===== config.mk =====
export PLATFORM = sky130hd
export DESIGN_NAME = periph_top
export DESIGN_NICKNAME = d
export VERILOG_FILES = /design/src/verilog/periph_pkg.sv /design/src/verilog/pinmux_pkg.sv /design/src/verilog/pio_bank_if.sv /design/src/verilog/reset_stretch.sv /design/src/verilog/pio_regs.sv /design/src/verilog/pad_sync_route.sv /design/src/verilog/pin_mux.sv /design/src/verilog/flash_pin_share.sv /design/src/verilog/periph_top.sv
export SDC_FILE = /design/constraint.sdc
export NUM_CORES = 1
export LEC_CHECK = 0
export BUFFER_PORTS_ARGS = -buffer_cell sky130_fd_sc_hd__buf_2
export CAP_MARGIN = 20
export CORE_MARGIN = 5
export CORE_UTILIZATION = 25
export DETAILED_ROUTE_END_ITERATION = 12
export PLACE_DENSITY = 0.51
export RECOVER_POWER = 100
export SYNTH_ARGS = -nofsm -noshare
export SYNTH_HDL_FRONTEND = slang
export SYNTH_SLANG_ARGS = --single-unit

===== constraint.sdc =====
create_clock -name wMEM_CLK -period 1.82 [get_ports wMEM_CLK]
set_clock_uncertainty 0.05 [all_clocks]
set_input_delay 0.091 -clock wMEM_CLK [delete_from_list [all_inputs] [get_ports wMEM_CLK]]
set_output_delay 0.091 -clock wMEM_CLK [all_outputs]
set_load 0.01 [all_outputs]

===== src/verilog/periph_pkg.sv =====
`default_nettype none

package periph_pkg;

  // pad bank sizes
  localparam int SAM_PINS = 23;   // header pads
  localparam int WM_PINS  = 21;   // radio module pads

  // host register port
  localparam int REG_W = 32;

  // power-on reset stretch, top bit set means done (32 cycles)
  localparam int RST_CNT_W = 6;

  // one bit per pad of a bank
  typedef logic [SAM_PINS-1:0] sam_vec_t;
  typedef logic [WM_PINS-1:0]  wm_vec_t;

endpackage

`default_nettype wire


===== src/verilog/pinmux_pkg.sv =====
`default_nettype none

package pinmux_pkg;

  // per-pin function select, two bits in the select registers
  typedef enum logic [1:0] {
    FUNC_GPIO = 2'd0,   // out/dir registers
    FUNC_ALT1 = 2'd1,   // always driven
    FUNC_ALT2 = 2'd2,   // own output enable
    FUNC_ALT3 = 2'd3    // own output enable
  } pin_func_e;

  typedef enum logic [3:0] {
    REG_SAM_OUT    = 4'd0,
    REG_SAM_DIR    = 4'd1,
    REG_SAM_SEL_LO = 4'd2,
    REG_SAM_SEL_HI = 4'd3,
    REG_WM_OUT     = 4'd4,
    REG_WM_DIR     = 4'd5,
    REG_WM_SEL_LO  = 4'd6,
    REG_WM_SEL_HI  = 4'd7,
    REG_SAM_IN     = 4'd8,
    REG_WM_IN      = 4'd9,
    REG_STATUS     = 4'd10
  } reg_addr_e;

  localparam int SEL_LO_PINS = 16;  // pins held in a SEL_LO register

  // radio pin in ALT1 feeds header pin in GPIO
  localparam int BYP_MISO_SAM = 18;
  localparam int BYP_MISO_WM  = 20;
  localparam int BYP_TX_SAM   = 21;
  localparam int BYP_TX_WM    = 15;
  localparam int BYP_ACK_SAM  = 12;
  localparam int BYP_ACK_WM   = 5;

  // header pads routed onto radio ALT1
  localparam int BYP_RX_WM    = 15;
  localparam int BYP_RX_SAM   = 22;
  localparam int BYP_RST_WM   = 0;
  localparam int BYP_RST_SAM  = 15;
  localparam int BYP_GPIO0_WM  = 10;
  localparam int BYP_GPIO0_SAM = 14;

endpackage

`default_nettype wire


===== src/verilog/pio_bank_if.sv =====
`timescale 1ns/10ps
`default_nettype none

interface pio_bank_if #(
  parameter int NUM_PINS = 8
) ();
  import pinmux_pkg::*;

  logic [NUM_PINS-1:0] out;       // gpio output value
  logic [NUM_PINS-1:0] dir;       // 1 = output
  pin_func_e           sel [NUM_PINS];
  logic [NUM_PINS-1:0] in_sync;   // pads after the synchronizer

  modport regs (output out, output dir, output sel, input in_sync);
  modport sync (output in_sync, input sel);
  modport mux  (input out, input dir, input sel);

endinterface

`default_nettype wire


===== src/verilog/reset_stretch.sv =====
`timescale 1ns/10ps
`default_nettype none

module reset_stretch
(
  input  wire  wMEM_CLK,
  input  wire  rst_n_i,
  output logic sys_rst_n_o,
  output logic sys_ready_o
);
  import periph_pkg::*;

  logic [RST_CNT_W-1:0] cnt_q;

  always_ff @(posedge wMEM_CLK)
  begin
    if (!rst_n_i)
      cnt_q <= '0;
    else if (!cnt_q[RST_CNT_W-1])
      cnt_q <= cnt_q + 1'b1;   // stops once the top bit sets
  end

  assign sys_rst_n_o = cnt_q[RST_CNT_W-1];
  assign sys_ready_o = cnt_q[RST_CNT_W-1];

  // no drop out of ready while the board reset stays high
  a_ready_sticky: assert property (@(posedge wMEM_CLK) disable iff (!rst_n_i)
    sys_ready_o |=> sys_ready_o);

endmodule

`default_nettype wire


===== src/verilog/pio_regs.sv =====
`timescale 1ns/10ps
`default_nettype none

module pio_regs
(
  input  wire                          wMEM_CLK,
  input  wire                          rst_n_i,
  input  wire                          reg_we_i,
  input  wire                          reg_re_i,
  input  wire pinmux_pkg::reg_addr_e   reg_addr_i,
  input  wire [periph_pkg::REG_W-1:0]  reg_wdata_i,
  output logic [periph_pkg::REG_W-1:0] reg_rdata_o,
  output logic                         reg_rvalid_o,
  pio_bank_if.regs                     sam_bank,
  pio_bank_if.regs                     wm_bank
);
  import periph_pkg::*;
  import pinmux_pkg::*;

  sam_vec_t              sam_out_q;
  sam_vec_t              sam_dir_q;
  logic [2*SAM_PINS-1:0] sam_sel_q;   // two bits per pin
  wm_vec_t               wm_out_q;
  wm_vec_t               wm_dir_q;
  logic [2*WM_PINS-1:0]  wm_sel_q;
  logic [REG_W-1:0]      rdata_d;
  logic [REG_W-1:0]      rdata_q;
  logic                  rvalid_q;

  always_ff @(posedge wMEM_CLK)
  begin
    if (!rst_n_i)
    begin
      sam_out_q <= '0;
      sam_dir_q <= '0;
      sam_sel_q <= '0;   // all pins GPIO
      wm_out_q  <= '0;
      wm_dir_q  <= '0;
      wm_sel_q  <= '0;
    end
    else if (reg_we_i)
    begin
      case (reg_addr_i)
        REG_SAM_OUT:    sam_out_q <= reg_wdata_i[SAM_PINS-1:0];
        REG_SAM_DIR:    sam_dir_q <= reg_wdata_i[SAM_PINS-1:0];
        REG_SAM_SEL_LO: sam_sel_q[2*SEL_LO_PINS-1:0] <= reg_wdata_i[2*SEL_LO_PINS-1:0];
        REG_SAM_SEL_HI:
          sam_sel_q[2*SAM_PINS-1:2*SEL_LO_PINS] <=
            reg_wdata_i[2*(SAM_PINS-SEL_LO_PINS)-1:0];
        REG_WM_OUT:     wm_out_q <= reg_wdata_i[WM_PINS-1:0];
        REG_WM_DIR:     wm_dir_q <= reg_wdata_i[WM_PINS-1:0];
        REG_WM_SEL_LO:  wm_sel_q[2*SEL_LO_PINS-1:0] <= reg_wdata_i[2*SEL_LO_PINS-1:0];
        REG_WM_SEL_HI:
          wm_sel_q[2*WM_PINS-1:2*SEL_LO_PINS] <=
            reg_wdata_i[2*(WM_PINS-SEL_LO_PINS)-1:0];
        default: ;   // input and status registers are read only
      endcase
    end
  end

  assign sam_bank.out = sam_out_q;
  assign sam_bank.dir = sam_dir_q;
  assign wm_bank.out  = wm_out_q;
  assign wm_bank.dir  = wm_dir_q;

  always_comb
  begin
    for (int i = 0; i < SAM_PINS; i++)
      sam_bank.sel[i] = pin_func_e'(sam_sel_q[2*i +: 2]);
    for (int i = 0; i < WM_PINS; i++)
      wm_bank.sel[i] = pin_func_e'(wm_sel_q[2*i +: 2]);
  end

  // read mux, unused upper bits come back as 0
  always_comb
  begin
    case (reg_addr_i)
      REG_SAM_OUT:    rdata_d = REG_W'(sam_out_q);
      REG_SAM_DIR:    rdata_d = REG_W'(sam_dir_q);
      REG_SAM_SEL_LO: rdata_d = REG_W'(sam_sel_q[2*SEL_LO_PINS-1:0]);
      REG_SAM_SEL_HI: rdata_d = REG_W'(sam_sel_q[2*SAM_PINS-1:2*SEL_LO_PINS]);
      REG_WM_OUT:     rdata_d = REG_W'(wm_out_q);
      REG_WM_DIR:     rdata_d = REG_W'(wm_dir_q);
      REG_WM_SEL_LO:  rdata_d = REG_W'(wm_sel_q[2*SEL_LO_PINS-1:0]);
      REG_WM_SEL_HI:  rdata_d = REG_W'(wm_sel_q[2*WM_PINS-1:2*SEL_LO_PINS]);
      REG_SAM_IN:     rdata_d = REG_W'(sam_bank.in_sync);
      REG_WM_IN:      rdata_d = REG_W'(wm_bank.in_sync);
      REG_STATUS:     rdata_d = REG_W'(rst_n_i);   // stretched reset high = ready
      default:        rdata_d = '0;
    endcase
  end

  always_ff @(posedge wMEM_CLK)
  begin
    if (!rst_n_i)
      rvalid_q <= 1'b0;
    else
      rvalid_q <= reg_re_i;   // one cycle read latency
  end

  always_ff @(posedge wMEM_CLK)
  begin
    if (reg_re_i)
      rdata_q <= rdata_d;
  end

  assign reg_rdata_o  = rdata_q;
  assign reg_rvalid_o = rvalid_q;

  // back to back valids need back to back reads
  a_rvalid_pairs: assert property (@(posedge wMEM_CLK) disable iff (!rst_n_i)
    reg_rvalid_o && $past(reg_rvalid_o) |-> $past(reg_re_i) && $past(reg_re_i, 2));

endmodule

`default_nettype wire


===== src/verilog/pad_sync_route.sv =====
`timescale 1ns/10ps
`default_nettype none

module pad_sync_route
(
  input  wire                        wMEM_CLK,
  input  wire                        rst_n_i,
  input  wire periph_pkg::sam_vec_t  sam_pad_i,
  input  wire periph_pkg::wm_vec_t   wm_pad_i,
  pio_bank_if.sync                   sam_bank,
  pio_bank_if.sync                   wm_bank,
  output periph_pkg::sam_vec_t       sam_byp_en_o,
  output periph_pkg::sam_vec_t       sam_byp_val_o,
  output periph_pkg::wm_vec_t        wm_alt1_o
);
  import periph_pkg::*;
  import pinmux_pkg::*;

  sam_vec_t sam_meta_q;
  sam_vec_t sam_sync_q;
  wm_vec_t  wm_meta_q;
  wm_vec_t  wm_sync_q;

  always_ff @(posedge wMEM_CLK)
  begin
    if (!rst_n_i)
    begin
      sam_meta_q <= '0;
      sam_sync_q <= '0;
      wm_meta_q  <= '0;
      wm_sync_q  <= '0;
    end
    else
    begin
      sam_meta_q <= sam_pad_i;   // first stage may go metastable
      sam_sync_q <= sam_meta_q;
      wm_meta_q  <= wm_pad_i;
      wm_sync_q  <= wm_meta_q;
    end
  end

  assign sam_bank.in_sync = sam_sync_q;
  assign wm_bank.in_sync  = wm_sync_q;

  // radio pin in ALT1 passes straight through to its header pin
  always_comb
  begin
    sam_byp_en_o  = '0;
    sam_byp_val_o = '0;
    sam_byp_en_o[BYP_MISO_SAM]  = (wm_bank.sel[BYP_MISO_WM] == FUNC_ALT1);
    sam_byp_val_o[BYP_MISO_SAM] = wm_sync_q[BYP_MISO_WM];
    sam_byp_en_o[BYP_TX_SAM]    = (wm_bank.sel[BYP_TX_WM] == FUNC_ALT1);
    sam_byp_val_o[BYP_TX_SAM]   = wm_sync_q[BYP_TX_WM];
    sam_byp_en_o[BYP_ACK_SAM]   = (wm_bank.sel[BYP_ACK_WM] == FUNC_ALT1);
    sam_byp_val_o[BYP_ACK_SAM]  = wm_sync_q[BYP_ACK_WM];
  end

  // header pads onto radio ALT1 (rx, reset, gpio0)
  always_comb
  begin
    wm_alt1_o = '0;
    wm_alt1_o[BYP_RX_WM]    = sam_sync_q[BYP_RX_SAM];
    wm_alt1_o[BYP_RST_WM]   = sam_sync_q[BYP_RST_SAM];
    wm_alt1_o[BYP_GPIO0_WM] = sam_sync_q[BYP_GPIO0_SAM];
  end

endmodule

`default_nettype wire


===== src/verilog/pin_mux.sv =====
`timescale 1ns/10ps
`default_nettype none

module pin_mux #(
  parameter int NUM_PINS = 8
)
(
  pio_bank_if.mux             bank,
  input  wire [NUM_PINS-1:0]  byp_en_i,
  input  wire [NUM_PINS-1:0]  byp_val_i,
  input  wire [NUM_PINS-1:0]  alt1_i,
  input  wire [NUM_PINS-1:0]  alt2_i,
  input  wire [NUM_PINS-1:0]  alt2_oe_i,
  input  wire [NUM_PINS-1:0]  alt3_i,
  input  wire [NUM_PINS-1:0]  alt3_oe_i,
  output logic [NUM_PINS-1:0] pad_o,
  output logic [NUM_PINS-1:0] pad_oe_o
);
  import pinmux_pkg::*;

  always_comb
  begin
    pad_o    = '0;
    pad_oe_o = '0;
    for (int i = 0; i < NUM_PINS; i++)
    begin
      case (bank.sel[i])
        FUNC_GPIO:
        begin
          if (byp_en_i[i])
          begin
            pad_o[i]    = byp_val_i[i];   // bypass wins over the gpio regs
            pad_oe_o[i] = 1'b1;
          end
          else
          begin
            pad_o[i]    = bank.out[i];
            pad_oe_o[i] = bank.dir[i];
          end
        end
        FUNC_ALT1:
        begin
          pad_o[i]    = alt1_i[i];
          pad_oe_o[i] = 1'b1;
        end
        FUNC_ALT2:
        begin
          pad_o[i]    = alt2_i[i];
          pad_oe_o[i] = alt2_oe_i[i];
        end
        default:
        begin
          pad_o[i]    = alt3_i[i];   // FUNC_ALT3
          pad_oe_o[i] = alt3_oe_i[i];
        end
      endcase
    end
  end

endmodule

`default_nettype wire


===== src/verilog/flash_pin_share.sv =====
`timescale 1ns/10ps
`default_nettype none

module flash_pin_share
(
  input  wire        spi_sck_i,
  input  wire        spi_cs_n_i,
  input  wire        spi_mosi_i,
  input  wire        qspi_clk_i,
  input  wire        qspi_ncs_i,
  input  wire        qspi_oe_n_i,
  input  wire [3:0]  qspi_dout_i,
  input  wire [3:0]  qspi_doe_i,
  input  wire [3:0]  flash_io_i,
  output logic       spi_miso_o,
  output logic [3:0] qspi_din_o,
  output logic       flash_sck_o,
  output logic       flash_cs_n_o,
  output logic [3:0] flash_io_o,
  output logic [3:0] flash_io_oe_o
);

  logic qspi_act;
  logic spi_act;

  assign qspi_act = !qspi_ncs_i && !qspi_oe_n_i;   // quad master owns the pins
  assign spi_act  = !spi_cs_n_i;

  assign flash_cs_n_o = qspi_ncs_i & spi_cs_n_i;
  assign flash_sck_o  = qspi_act ? qspi_clk_i : (spi_act & spi_sck_i);

  always_comb
  begin
    flash_io_o    = 4'b0000;
    flash_io_oe_o = 4'b0000;
    if (qspi_act)
    begin
      flash_io_o    = qspi_dout_i;
      flash_io_oe_o = qspi_doe_i;
    end
    else if (spi_act)
    begin
      flash_io_o    = {2'b11, 1'b0, spi_mosi_i};   // hold and wp high, io1 is miso
      flash_io_oe_o = 4'b1101;
    end
  end

  assign qspi_din_o = flash_io_i;
  assign spi_miso_o = flash_io_i[1];

  // the two masters never select the flash at the same time
  a_one_cs: assert property (@(posedge qspi_clk_i) !qspi_ncs_i |-> spi_cs_n_i);

endmodule

`default_nettype wire


===== src/verilog/periph_top.sv =====
`timescale 1ns/10ps
`default_nettype none

module periph_top
(
  input  wire                          wMEM_CLK,
  input  wire                          rst_n_i,
  input  wire                          reg_we_i,
  input  wire                          reg_re_i,
  input  wire pinmux_pkg::reg_addr_e   reg_addr_i,
  input  wire [periph_pkg::REG_W-1:0]  reg_wdata_i,
  output logic [periph_pkg::REG_W-1:0] reg_rdata_o,
  output logic                         reg_rvalid_o,
  output logic                         sys_ready_o,
  input  wire periph_pkg::sam_vec_t    sam_pad_i,
  input  wire periph_pkg::sam_vec_t    sam_alt1_i,
  input  wire periph_pkg::sam_vec_t    sam_alt2_i,
  input  wire periph_pkg::sam_vec_t    sam_alt2_oe_i,
  input  wire periph_pkg::sam_vec_t    sam_alt3_i,
  input  wire periph_pkg::sam_vec_t    sam_alt3_oe_i,
  output periph_pkg::sam_vec_t         sam_pad_o,
  output periph_pkg::sam_vec_t         sam_pad_oe_o,
  input  wire periph_pkg::wm_vec_t     wm_pad_i,
  input  wire periph_pkg::wm_vec_t     wm_alt2_i,
  input  wire periph_pkg::wm_vec_t     wm_alt3_i,
  output periph_pkg::wm_vec_t          wm_pad_o,
  output periph_pkg::wm_vec_t          wm_pad_oe_o,
  input  wire                          spi_sck_i,
  input  wire                          spi_cs_n_i,
  input  wire                          spi_mosi_i,
  output logic                         spi_miso_o,
  input  wire                          qspi_clk_i,
  input  wire                          qspi_ncs_i,
  input  wire                          qspi_oe_n_i,
  input  wire [3:0]                    qspi_dout_i,
  input  wire [3:0]                    qspi_doe_i,
  output logic [3:0]                   qspi_din_o,
  input  wire [3:0]                    flash_io_i,
  output logic                         flash_sck_o,
  output logic                         flash_cs_n_o,
  output logic [3:0]                   flash_io_o,
  output logic [3:0]                   flash_io_oe_o
);
  import periph_pkg::*;

  logic     sys_rst_n;     // stretched reset
  sam_vec_t sam_byp_en;
  sam_vec_t sam_byp_val;
  wm_vec_t  wm_alt1;       // bypass routes from the header bank

  pio_bank_if #(.NUM_PINS(SAM_PINS)) sam_bank ();
  pio_bank_if #(.NUM_PINS(WM_PINS))  wm_bank ();

  reset_stretch reset_stretch_i (
    .wMEM_CLK    (wMEM_CLK),
    .rst_n_i     (rst_n_i),
    .sys_rst_n_o (sys_rst_n),
    .sys_ready_o (sys_ready_o)
  );

  pio_regs pio_regs_i (
    .wMEM_CLK     (wMEM_CLK),
    .rst_n_i      (sys_rst_n),
    .reg_we_i     (reg_we_i),
    .reg_re_i     (reg_re_i),
    .reg_addr_i   (reg_addr_i),
    .reg_wdata_i  (reg_wdata_i),
    .reg_rdata_o  (reg_rdata_o),
    .reg_rvalid_o (reg_rvalid_o),
    .sam_bank     (sam_bank),
    .wm_bank      (wm_bank)
  );

  pad_sync_route pad_sync_route_i (
    .wMEM_CLK      (wMEM_CLK),
    .rst_n_i       (sys_rst_n),
    .sam_pad_i     (sam_pad_i),
    .wm_pad_i      (wm_pad_i),
    .sam_bank      (sam_bank),
    .wm_bank       (wm_bank),
    .sam_byp_en_o  (sam_byp_en),
    .sam_byp_val_o (sam_byp_val),
    .wm_alt1_o     (wm_alt1)
  );

  pin_mux #(.NUM_PINS(SAM_PINS)) sam_mux_i (
    .bank      (sam_bank),
    .byp_en_i  (sam_byp_en),
    .byp_val_i (sam_byp_val),
    .alt1_i    (sam_alt1_i),
    .alt2_i    (sam_alt2_i),
    .alt2_oe_i (sam_alt2_oe_i),
    .alt3_i    (sam_alt3_i),
    .alt3_oe_i (sam_alt3_oe_i),
    .pad_o     (sam_pad_o),
    .pad_oe_o  (sam_pad_oe_o)
  );

  // radio bank has no bypass and push-pull ALT functions
  pin_mux #(.NUM_PINS(WM_PINS)) wm_mux_i (
    .bank      (wm_bank),
    .byp_en_i  ({WM_PINS{1'b0}}),
    .byp_val_i (wm_alt1),
    .alt1_i    (wm_alt1),
    .alt2_i    (wm_alt2_i),
    .alt2_oe_i ({WM_PINS{1'b1}}),
    .alt3_i    (wm_alt3_i),
    .alt3_oe_i ({WM_PINS{1'b1}}),
    .pad_o     (wm_pad_o),
    .pad_oe_o  (wm_pad_oe_o)
  );

  flash_pin_share flash_pin_share_i (
    .spi_sck_i     (spi_sck_i),
    .spi_cs_n_i    (spi_cs_n_i),
    .spi_mosi_i    (spi_mosi_i),
    .qspi_clk_i    (qspi_clk_i),
    .qspi_ncs_i    (qspi_ncs_i),
    .qspi_oe_n_i   (qspi_oe_n_i),
    .qspi_dout_i   (qspi_dout_i),
    .qspi_doe_i    (qspi_doe_i),
    .flash_io_i    (flash_io_i),
    .spi_miso_o    (spi_miso_o),
    .qspi_din_o    (qspi_din_o),
    .flash_sck_o   (flash_sck_o),
    .flash_cs_n_o  (flash_cs_n_o),
    .flash_io_o    (flash_io_o),
    .flash_io_oe_o (flash_io_oe_o)
  );

endmodule

`default_nettype wire


# Yosys cells after proc, flatten, opt, wreduce, memory -nomap -nowiden
# Cells that the tools add are included.
classes:
  bitwise_logic: 2
  reduce_logical: 57
  add_sub_neg: 1
  mux: 101
  n_eq_ne: 98
ops:
  columns: ["operator", "n"]
  rows:
  - ["case mux 32 bit (11 select lines)", 1]
  - ["case mux 1 bit (3 select lines)", 67]
  - ["equality test 2 x 1 -> 1 bit, second input constant", 44]
  - ["equality test 2 bit, second input constant", 44]
  - ["logical NOT 2 bit", 44]
  - ["2-to-1 mux 1 bit", 28]
  - ["equality test 4 x 3 -> 1 bit, second input constant", 4]
  - ["2-to-1 mux 4 bit", 4]
  - ["AND reduction 2 bit", 8]
  - ["equality test 4 bit, second input constant", 3]
  - ["equality test 4 x 2 -> 1 bit, second input constant", 2]
  - ["adder 6 x 1 -> 6 bit, second input constant", 1]
  - ["2-to-1 mux 6 bit", 1]
  - ["equality test 4 x 1 -> 1 bit, second input constant", 1]
  - ["logical NOT 4 bit", 1]
  - ["logical NOT 1 bit", 3]
  - ["bitwise AND 1 bit", 2]
  - ["logical AND 1 bit", 1]
word_totals:
  output_inout_bits: 137
  reg_bits: 303
  elab_cells: 275
  inputBits: 259

# Depth between registers and ports, before layout
# Gate-level depths: netlist of run 1.
logic_depth:
  depth_word: 3
  depth_mapped: 7
  ltp_nobuf: 5

# Hierarchy
# From an unflattened synthesis of run 1, not the netlist that was laid out.
hier_totals:
  hier_cells: 1607
  hier_area_um2: 15314.7
by_module_without_submodules:
  columns: ["module", "n_inst", "area_each_um2", "cells_each", "seq_area_each_um2"]
  rows:
  - ["pio_regs", 1, 9574.2, 1086, 4504.3]
  - ["pad_sync_route", 1, 2875.3, 253, 1761.7]
  - ["pin_mux at sam_mux_i", 1, 1266.2, 115, 0.0]
  - ["pin_mux at wm_mux_i", 1, 1156.1, 105, 0.0]
  - ["reset_stretch", 1, 270.3, 27, 120.1]
  - ["flash_pin_share", 1, 165.2, 19, 0.0]
  - ["periph_top", 1, 7.5, 2, 0.0]

# Worst setup path after synthesis of run 1
# Ideal clock, no wire load.
synth_path:
  kind: "flip-flop to output port"
  startpoint: "register pio_regs_i.wm_sel_q[30]"
  endpoint: "output port sam_pad_o[21]"
  path_buffers: 0
  arrival_ps: 1365
  slack_ps: 314
  stages_incl_launch_ff: 4
  t_required_ps: 1679
  cell_sequence: "dfxtp_1 nor2b_1 mux2_2 mux4_2"
synth_via:
  elab_chain_cells: 3
synth_lines:
  columns: ["item", "line_no", "text"]
  rows:
  - ["start, declared", "pio_regs.sv:25", "logic [2*WM_PINS-1:0] wm_sel_q;"]
  - ["start signal, assigned by index", "pio_regs.sv:52", "REG_WM_SEL_LO: wm_sel_q[2*SEL_LO_PINS-1:0] <= reg_wdata_i[2*SEL_LO_PINS-1:0];"]
  - ["start signal, assigned by index", "pio_regs.sv:54", "wm_sel_q[2*WM_PINS-1:2*SEL_LO_PINS] <="]
  - ["equality test 2 x 1 -> 1 bit", null, null]
  - ["2-to-1 mux 1 bit", "pin_mux.sv:30", "if (byp_en_i[i])"]
  - ["case mux 1 bit (3 select lines)", "pin_mux.sv:27", "case (bank.sel[i])"]
  - ["end, declared", "periph_top.sv:21", "output periph_pkg::sam_vec_t sam_pad_o,"]
# No other way between the ends.

# Worst setup path in the final report of run 1
layout_path:
  startpoint: "register pio_regs_i.wm_sel_q[40]"
  endpoint: "output port sam_pad_o[18]"
layout_via:
  elab_chain_cells: 3
layout_lines:
  columns: ["item", "line_no", "text"]
  rows:
  - ["equality test 2 x 1 -> 1 bit", "pad_sync_route.sv:50", "sam_byp_en_o[BYP_MISO_SAM] = (wm_bank.sel[BYP_MISO_WM] == FUNC_ALT1);"]
  - ["2-to-1 mux 1 bit", "pin_mux.sv:30", null]
  - ["case mux 1 bit (3 select lines)", "pin_mux.sv:27", null]
# No other way between the ends.

==> reports/metrics.yaml, run 1 <==
route:
  top_layer_used: "met5"
  wl_mm: 64.85
  dr_total_vias: 13250
  routed_wire_length_per_instance_um: 23.40
  first_iteration_detailed_routing_drc_count: 839
  wl_met2_mm: 29.50
  drt-met1-wl_mm: 30.18
  met3WireLength_mm: 3.545
  drtPass1Iterations: 5
  drt.antenna.violating_nets: 0
  drcViolationCount: 0
  vias_per_cell: 4.782
synthesis:
  synthCells: 1491
  synth_edf_count: 32
  synth_top_area_cell: "sky130_fd_sc_hd__dfxtp_1"
  ys.flop_type: "sky130_fd_sc_hd__dfxtp_1"
  synth-seq-cells: 303
  asyncSetResetFlopFracSynth: 0
  synth.lib_cells_used.distinct: 52
  synth.area.top_cells: "sky130_fd_sc_hd__dfxtp_1 39%, sky130_fd_sc_hd__nand2_1 9.9%, sky130_fd_sc_hd__a21boi_0 8.4%"
  synth_seq_area_share: 0.4586
  synth_warnings: 0
  synthDominantCellAreaShare: 0.3896
  syn_area_per_cell_um2: 9.340
  syn-cell-area_um2: 13930
  syn-num-nets: 1751
floorplanning:
  die_height_um: 246.0
  placement_rows: 86
  io-pin-count: 396
  design.die.area_um2: 60520
  die_w_um: 246.0
  core_box_area_um2: 55090
  initial_core_util: 0.2528
place:
  place.detailed.hpwl_mm: 51.45
  place.port_buffers: 386
  place_congestion: 0.9059
  placed_cell_area_um2: 17290
sta:
  timing.final.ws_setup_ps: -364.5
  max_slew_margin: 0.1307
  fin_hold_ws_ps: 127.9
  timing.final.crit_period_ps: 2185
  rsz0062_at_grt: "true"
  min_period_over_period: 1.200
  finalHoldViolCount: 0
  worst-slew-pin-transition_ps: 1301
  fmaxAchievable_mhz: 457.8
  finalMaxSlewViolations: 0
  finalSetupViolations: 23
clock_network:
  cts_sinks: 303
  cts_tree: "done"
  cts_root_buffer: "sky130_fd_sc_hd__clkbuf_16"
  clkTransAtPathRegs_ps: 60
  clkLatencyLatePin_ps: 540
  cts_inserted_buffers: 37
  clock_tree.htree_level_count: 2
  clock_path_buffers: 3
power:
  power_per_cell_area_nw_per_um2: 786.8
  vdd_ir_drop_max_mv: 0.4884
  design_power_total_w: 0.01510
  static-leakage-power_nw: 7.084
global_routing:
  grt_pass1_vias: 13480
  antenna_found_initial: 3
  grt_start_max_net_pins: 38
  sum_of_overflow_across_all_layers_after_global_routing: 0
  wire_length_of_the_first_global_routing_pass_mm: 93.13
  groute.usage.overall: 0.2074
cells_and_area:
  layout_commonest_cell: "sky130_fd_sc_hd__nand2_1"
  nNetsFinal: 2256
  final_cell_area_um2: 19190
  flow.area_growth_from_synthesis_pct: 37.78
  filler_cell_count: 5807
  layout_common_cells: "367 x sky130_fd_sc_hd__nand2_1, 284 x sky130_fd_sc_hd__buf_2, 246 x sky130_fd_sc_hd__dfxtp_1"
  drive_gt1_frac: 0.2799
critical_path:
  critical_path_arrival_ps: 2040
  crit_slowest_cell: "sky130_fd_sc_hd__mux4_2"
  timing.critical_path.cells: "nor2b_4 > mux2_4 > mux4_2 > buf_6"
  required_ps: 1680
  cp-start-kind: "flop"
  cp_slowest_stage_delay_ps: 470
  critical_path_buf_inv_count: 1
  crit_end_element: "primary output"
  critical_path_peak_fanout: 2
  critPathKind: "reg -> out"
  worst_path_dominant_cell_family: "multiplexers"
run_status:
  outcome: "finished with violations"
  violated_checks: "negative setup slack"
min_path:
  hold_path.class: "in -> reg"
job:
  max_cap_viol_count: 0
layout make-up:
type	count	area, um^2	area share
multi-input combinational	1069	6958	0.3626
sequential	303	6432	0.3352
timing repair buffer	583	3664	0.1909
clock buffer	54	1124	0.05856
tap	748	935.9	0.04878
clock inverter	11	63.81	0.003326
inverter	2	7.507	0.0003913
antenna	1	2.502	0.0001304
layer usage:
| layer | vias to the layer above | GRT usage |
|---|---|---|
| met5 | - | 0 |
| li1 | 6232 | - |
| met1 | 6458 | 0.2931 |
| met4 | 6 | 0.05793 |
| met2 | 470 | 0.3314 |
| met3 | 84 | 0.03038 |
synthesized netlist by cell type, types with 12 or more instances:
library cell / count
sky130_fd_sc_hd__nand2_1: 367
sky130_fd_sc_hd__dfxtp_1: 271
sky130_fd_sc_hd__a21boi_0: 155
sky130_fd_sc_hd__and2_1: 98
sky130_fd_sc_hd__mux2i_1: 60
sky130_fd_sc_hd__buf_2: 53
sky130_fd_sc_hd__a22oi_1: 48
sky130_fd_sc_hd__clkbuf_1: 40
sky130_fd_sc_hd__nor2_1: 37
sky130_fd_sc_hd__edfxtp_1: 32
sky130_fd_sc_hd__nand3_1: 29
sky130_fd_sc_hd__or3_1: 28
sky130_fd_sc_hd__mux2_2: 27
sky130_fd_sc_hd__mux4_2: 27
sky130_fd_sc_hd__o21ai_0: 27
sky130_fd_sc_hd__nor2b_1: 24
sky130_fd_sc_hd__o22a_1: 24
sky130_fd_sc_hd__o22ai_1: 17
sky130_fd_sc_hd__a22o_1: 14
sky130_fd_sc_hd__a21boi_1: 12
sky130_fd_sc_hd__buf_4: 12
power by group:
group	total [W]	internal (W)	switching, W
Sequential	0.00679	0.00676	0.0000228
Combinational	0.00108	0.000499	0.000577
Clock	0.00723	0.00428	0.00295
Total	0.0151	0.0115	0.00355
cells by family (layout without fill, tap and decap cells):
family | Yosys count | after routing | synth area share
muxes | 114 | 114 | 0.1086
and+or+nand+nor | 614 | 614 | 0.2021
AOI/OAI and AO/OA | 337 | 337 | 0.1819
buffers and inverters | 119 | 650 | 0.04600
xor gates and xnor gates | 3 | 3 | 0.001887
adders and majority gates | 1 | 1 | 0.0008983
DFF | 303 | 303 | 0.4586
other | 0 | 1 | 0
metrics by stage:
stage               TNS, ps  std cells  worst slack [ps]  utilization
finish                -1536       2771            -364.5       0.3483
detailed placement   -508.3       2621            -104.2       0.3138
global route          -6575       2771            -414.9       0.3483
CTS                   -1260       2767            -409.9       0.3519
global placement     -414.3       2621            -107.2       0.3138
floorplan                 0       1491             314.1            -
repair_timing:
| item | in CTS | in global routing |
|---|---|---|
| hold buffers | 77 | 0 |
| hold endpoints to repair | 222 | 0 |
| resized for setup | 45 | 22 |
| buffers inserted | 4 | 3 |
| cloned | 0 | 0 |
| endpoints found under the setup margin | 41 | 21 |
| pin swaps | 0 | 2 |
flip-flops by register name, summed over array words and instances, names as in the netlist:
| name | cells |
|---|---|
| pio_regs_i.reg_rvalid_o | 1 |
| pad_sync_route_i.wm_bank.in_sync | 21 |
| pio_regs_i.sam_bank.dir | 23 |
| pad_sync_route_i.sam_meta_q | 23 |
| pio_regs_i.wm_bank.out | 21 |
| pad_sync_route_i.sam_bank.in_sync | 23 |
| pad_sync_route_i.wm_meta_q | 21 |
| pio_regs_i.sam_sel_q | 46 |
| pio_regs_i.wm_bank.dir | 21 |
| reset_stretch_i.cnt_q | 6 |
| pio_regs_i.wm_sel_q | 42 |
| pio_regs_i.sam_bank.out | 23 |
| pio_regs_i.reg_rdata_o | 32 |
tightest hold or removal path, cell delays in order:
cell,delay [ps]
sky130_fd_sc_hd__buf_2,120
sky130_fd_sc_hd__buf_12,170
sky130_fd_sc_hd__a32oi_1,130
sky130_fd_sc_hd__o21ai_0,80
worst paths after layout:
kind | depth (start not counted) | start | to | slack [ps]
worst max-delay path | 4 | pio_regs_i.wm_sel_q[40] | sam_pad_o[18] | -360
worst min-delay path | 4 | reg_addr_i[0] | pio_regs_i.reg_rdata_o[18] | 130
worst max register to register | 3 | reset_stretch_i.cnt_q[5] | pio_regs_i.wm_sel_q[27] | 80
worst min register to register | 1 | pad_sync_route_i.sam_meta_q[22] | pad_sync_route_i.sam_bank.in_sync[22] | 380
No activity file was read; power rests on OpenSTA's default activity.
==> inputs of run 2 (changes only) <==
Settings changed: MAX_ROUTING_LAYER set to met4.
==> run 2 against run 1 <==
The flow still finishes with violations (negative setup slack). First-iteration DRC count increased by 29%. Global-route usage increased by 0.73 points. Non-clock buffer count decreased by 11. Die area unchanged. Register-to-register slack about the same. Fmax decreased by 0.62%. Combinational power about the same. Utilization decreased by 0.088 points. Final cell count decreased by 0.29%. Sequential power about the same. Critical endpoint unchanged. Largest power group unchanged.
==> reports/metrics.yaml, run 2 (same netlist as run 1, synthesis figures left out) <==
floorplanning:
  design.die.area_um2: 60520
  die_height_um: 246.0
  initial_core_util: 0.2528
  die_w_um: 246.0
  io-pin-count: 396
  placement_rows: 86
  core_box_area_um2: 55090
critical_path:
  critPathKind: "reg -> out"
  cp-start-kind: "flop"
  crit_slowest_cell: "sky130_fd_sc_hd__mux4_2"
  required_ps: 1680
  timing.critical_path.cells: "nor2b_4 > mux2_4 > mux4_2 > buf_6"
  crit_end_element: "primary output"
  cp_slowest_stage_delay_ps: 470
  critical_path_peak_fanout: 2
  critical_path_arrival_ps: 2060
cells_and_area:
  regMostFlops: "pio_regs_i.sam_sel_q"
  nNetsFinal: 2245
  layout_common_cells: "367 x sky130_fd_sc_hd__nand2_1, 278 x sky130_fd_sc_hd__buf_2, 246 x sky130_fd_sc_hd__dfxtp_1"
  layout_commonest_cell: "sky130_fd_sc_hd__nand2_1"
  final_cells: 2763
  filler_cell_count: 5816
  drive_gt1_frac: 0.2793
  flow.area_growth_from_synthesis_pct: 37.43
  largest_register_ffs: 46
global_routing:
  sum_of_overflow_across_all_layers_after_global_routing: 0
  wire_length_of_the_first_global_routing_pass_mm: 93.38
  met3_usage: 0.03233
  grt_pass1_vias: 13290
  groute.usage.overall: 0.2147
  grt.busiest_layer: "met2"
  groute.layer.met2.usage: 0.3273
  grt_start_max_net_pins: 70
  antenna_found_initial: 3
  grt_use_met1: 0.2972
route:
  vias_per_cell: 4.769
  routed_wire_length_per_instance_um: 23.73
  drt.antenna.violating_nets: 0
  drcViolationCount: 0
  wl_mm: 65.58
  first_iteration_detailed_routing_drc_count: 1086
  dr_total_vias: 13180
  drtPass1Iterations: 5
sta:
  min_period_over_period: 1.208
  totalNegativeSetupSlack_ps: -2056
  finalSetupViolations: 21
  worst-slew-pin-transition_ps: 1110
  timing.final.crit_period_ps: 2198
  timing.final.ws_setup_ps: -378.1
  max_slew_margin: 0.2600
  rsz0062_at_grt: "true"
  finalHoldViolCount: 0
  fmaxAchievable_mhz: 454.9
  finalMaxSlewViolations: 0
clock_network:
  cts_inserted_buffers: 37
  cts_sinks: 303
  clkTransAtPathRegs_ps: 60
  cts_root_buffer: "sky130_fd_sc_hd__clkbuf_16"
  clkLatencyLatePin_ps: 530
  cts_tree: "done"
  clock_tree.htree_level_count: 2
  clock_path_buffers: 3
power:
  static-leakage-power_nw: 7.082
  vdd_ir_drop_max_mv: 0.5927
  power_per_cell_area_nw_per_um2: 797.6
min_path:
  hold_path.class: "in -> out"
place:
  placedCellCount: 2612
  place.port_buffers: 386
  place_congestion: 0.9056
  place.detailed.hpwl_mm: 51.20
run_status:
  outcome: "finished with violations"
  violated_checks: "negative setup slack"
job:
  max_cap_viol_count: 0
[run 2: cell types whose count changed in the layout (fill, tap and decap cells not counted), moves of 3 or more]
cell,change
sky130_fd_sc_hd__clkbuf_1,-5
sky130_fd_sc_hd__and2_0,-23
sky130_fd_sc_hd__buf_2,-6
sky130_fd_sc_hd__clkbuf_2,+4
sky130_fd_sc_hd__and2_1,+23
sky130_fd_sc_hd__clkbuf_8,-3
sky130_fd_sc_hd__buf_12,-3
[run 2: repair_timing]
| item | in CTS | in global routing |
|---|---|---|
| endpoints found under the hold margin | 223 | 0 |
| setup buffers | 5 | 2 |
| resized for setup | 51 | 21 |
| setup endpoints to repair | 44 | 24 |
| hold buffers | 77 | 0 |
| pin swaps | 0 | 2 |
[run 2: cell type report]
type                            instances  area (um^2)  area share
Clock buffer                           53         1090     0.05694
Inverter                                2        7.507   0.0003923
Timing Repair Buffer                  572         3567      0.1864
Antenna cell                            3        7.507   0.0003923
Clock inverter                         13        126.4    0.006603
Multi-Input combinational cell       1069         6969      0.3641
Sequential cell                       303         6435      0.3362
Tap cell                              748        935.9     0.04890
[run 2: final timing paths]
| path | cells after the start | to | slack (ps) | start |
|---|---|---|---|---|
| max reg2reg | 2 | pio_regs_i.wm_sel_q[10] | 80 | reset_stretch_i.cnt_q[5] |
| min | 0 | qspi_din_o[3] | 130 | flash_io_i[3] |
| max | 4 | sam_pad_o[18] | -380 | pio_regs_i.wm_sel_q[40] |
| min reg2reg | 1 | pad_sync_route_i.wm_bank.in_sync[15] | 370 | pad_sync_route_i.wm_meta_q[15] |
[run 2: worst max-delay path, delay by kind of cell (launching register included)]
family	cells	cell delay, ps
buffers and inverters	1	140
and+or+nand+nor	1	210
DFF	1	320
muxes	2	830
[run 2: where the power goes]
group	switching [W]	leakage, nW	internal [W]
sequential	0.0000211	2.53	0.00676
clock	0.00294	0.605	0.00446
combinational	0.000586	3.95	0.000493
[run 2: per-stage QoR]
step / util / instance area [um^2] / power, W / hold slack [ps] / worst slack [ps]
after floorplan: - / 13930 / 0.007266 / 153.5 / 314.1
after global placement: 0.3119 / 17190 / 0.007907 / 132.1 / -162.0
after detailed placement: 0.3119 / 17190 / 0.007913 / 132.1 / -144.2
after CTS: 0.3511 / 19340 / 0.01544 / 100.1 / -402.4
after global routing: 0.3473 / 19140 / 0.01576 / 132.1 / -421.7
final: 0.3474 / 19140 / 0.01527 / 132.0 / -378.1
[run 2: metal layers]
layer	vias to the layer above	wire [um]	share of wire
li1	6205	-	-
met1	6448	30580	0.47
met2	437	29510	0.45
met3	86	3624	0.055
met4	0	1863	0.028
met5	-	0	0
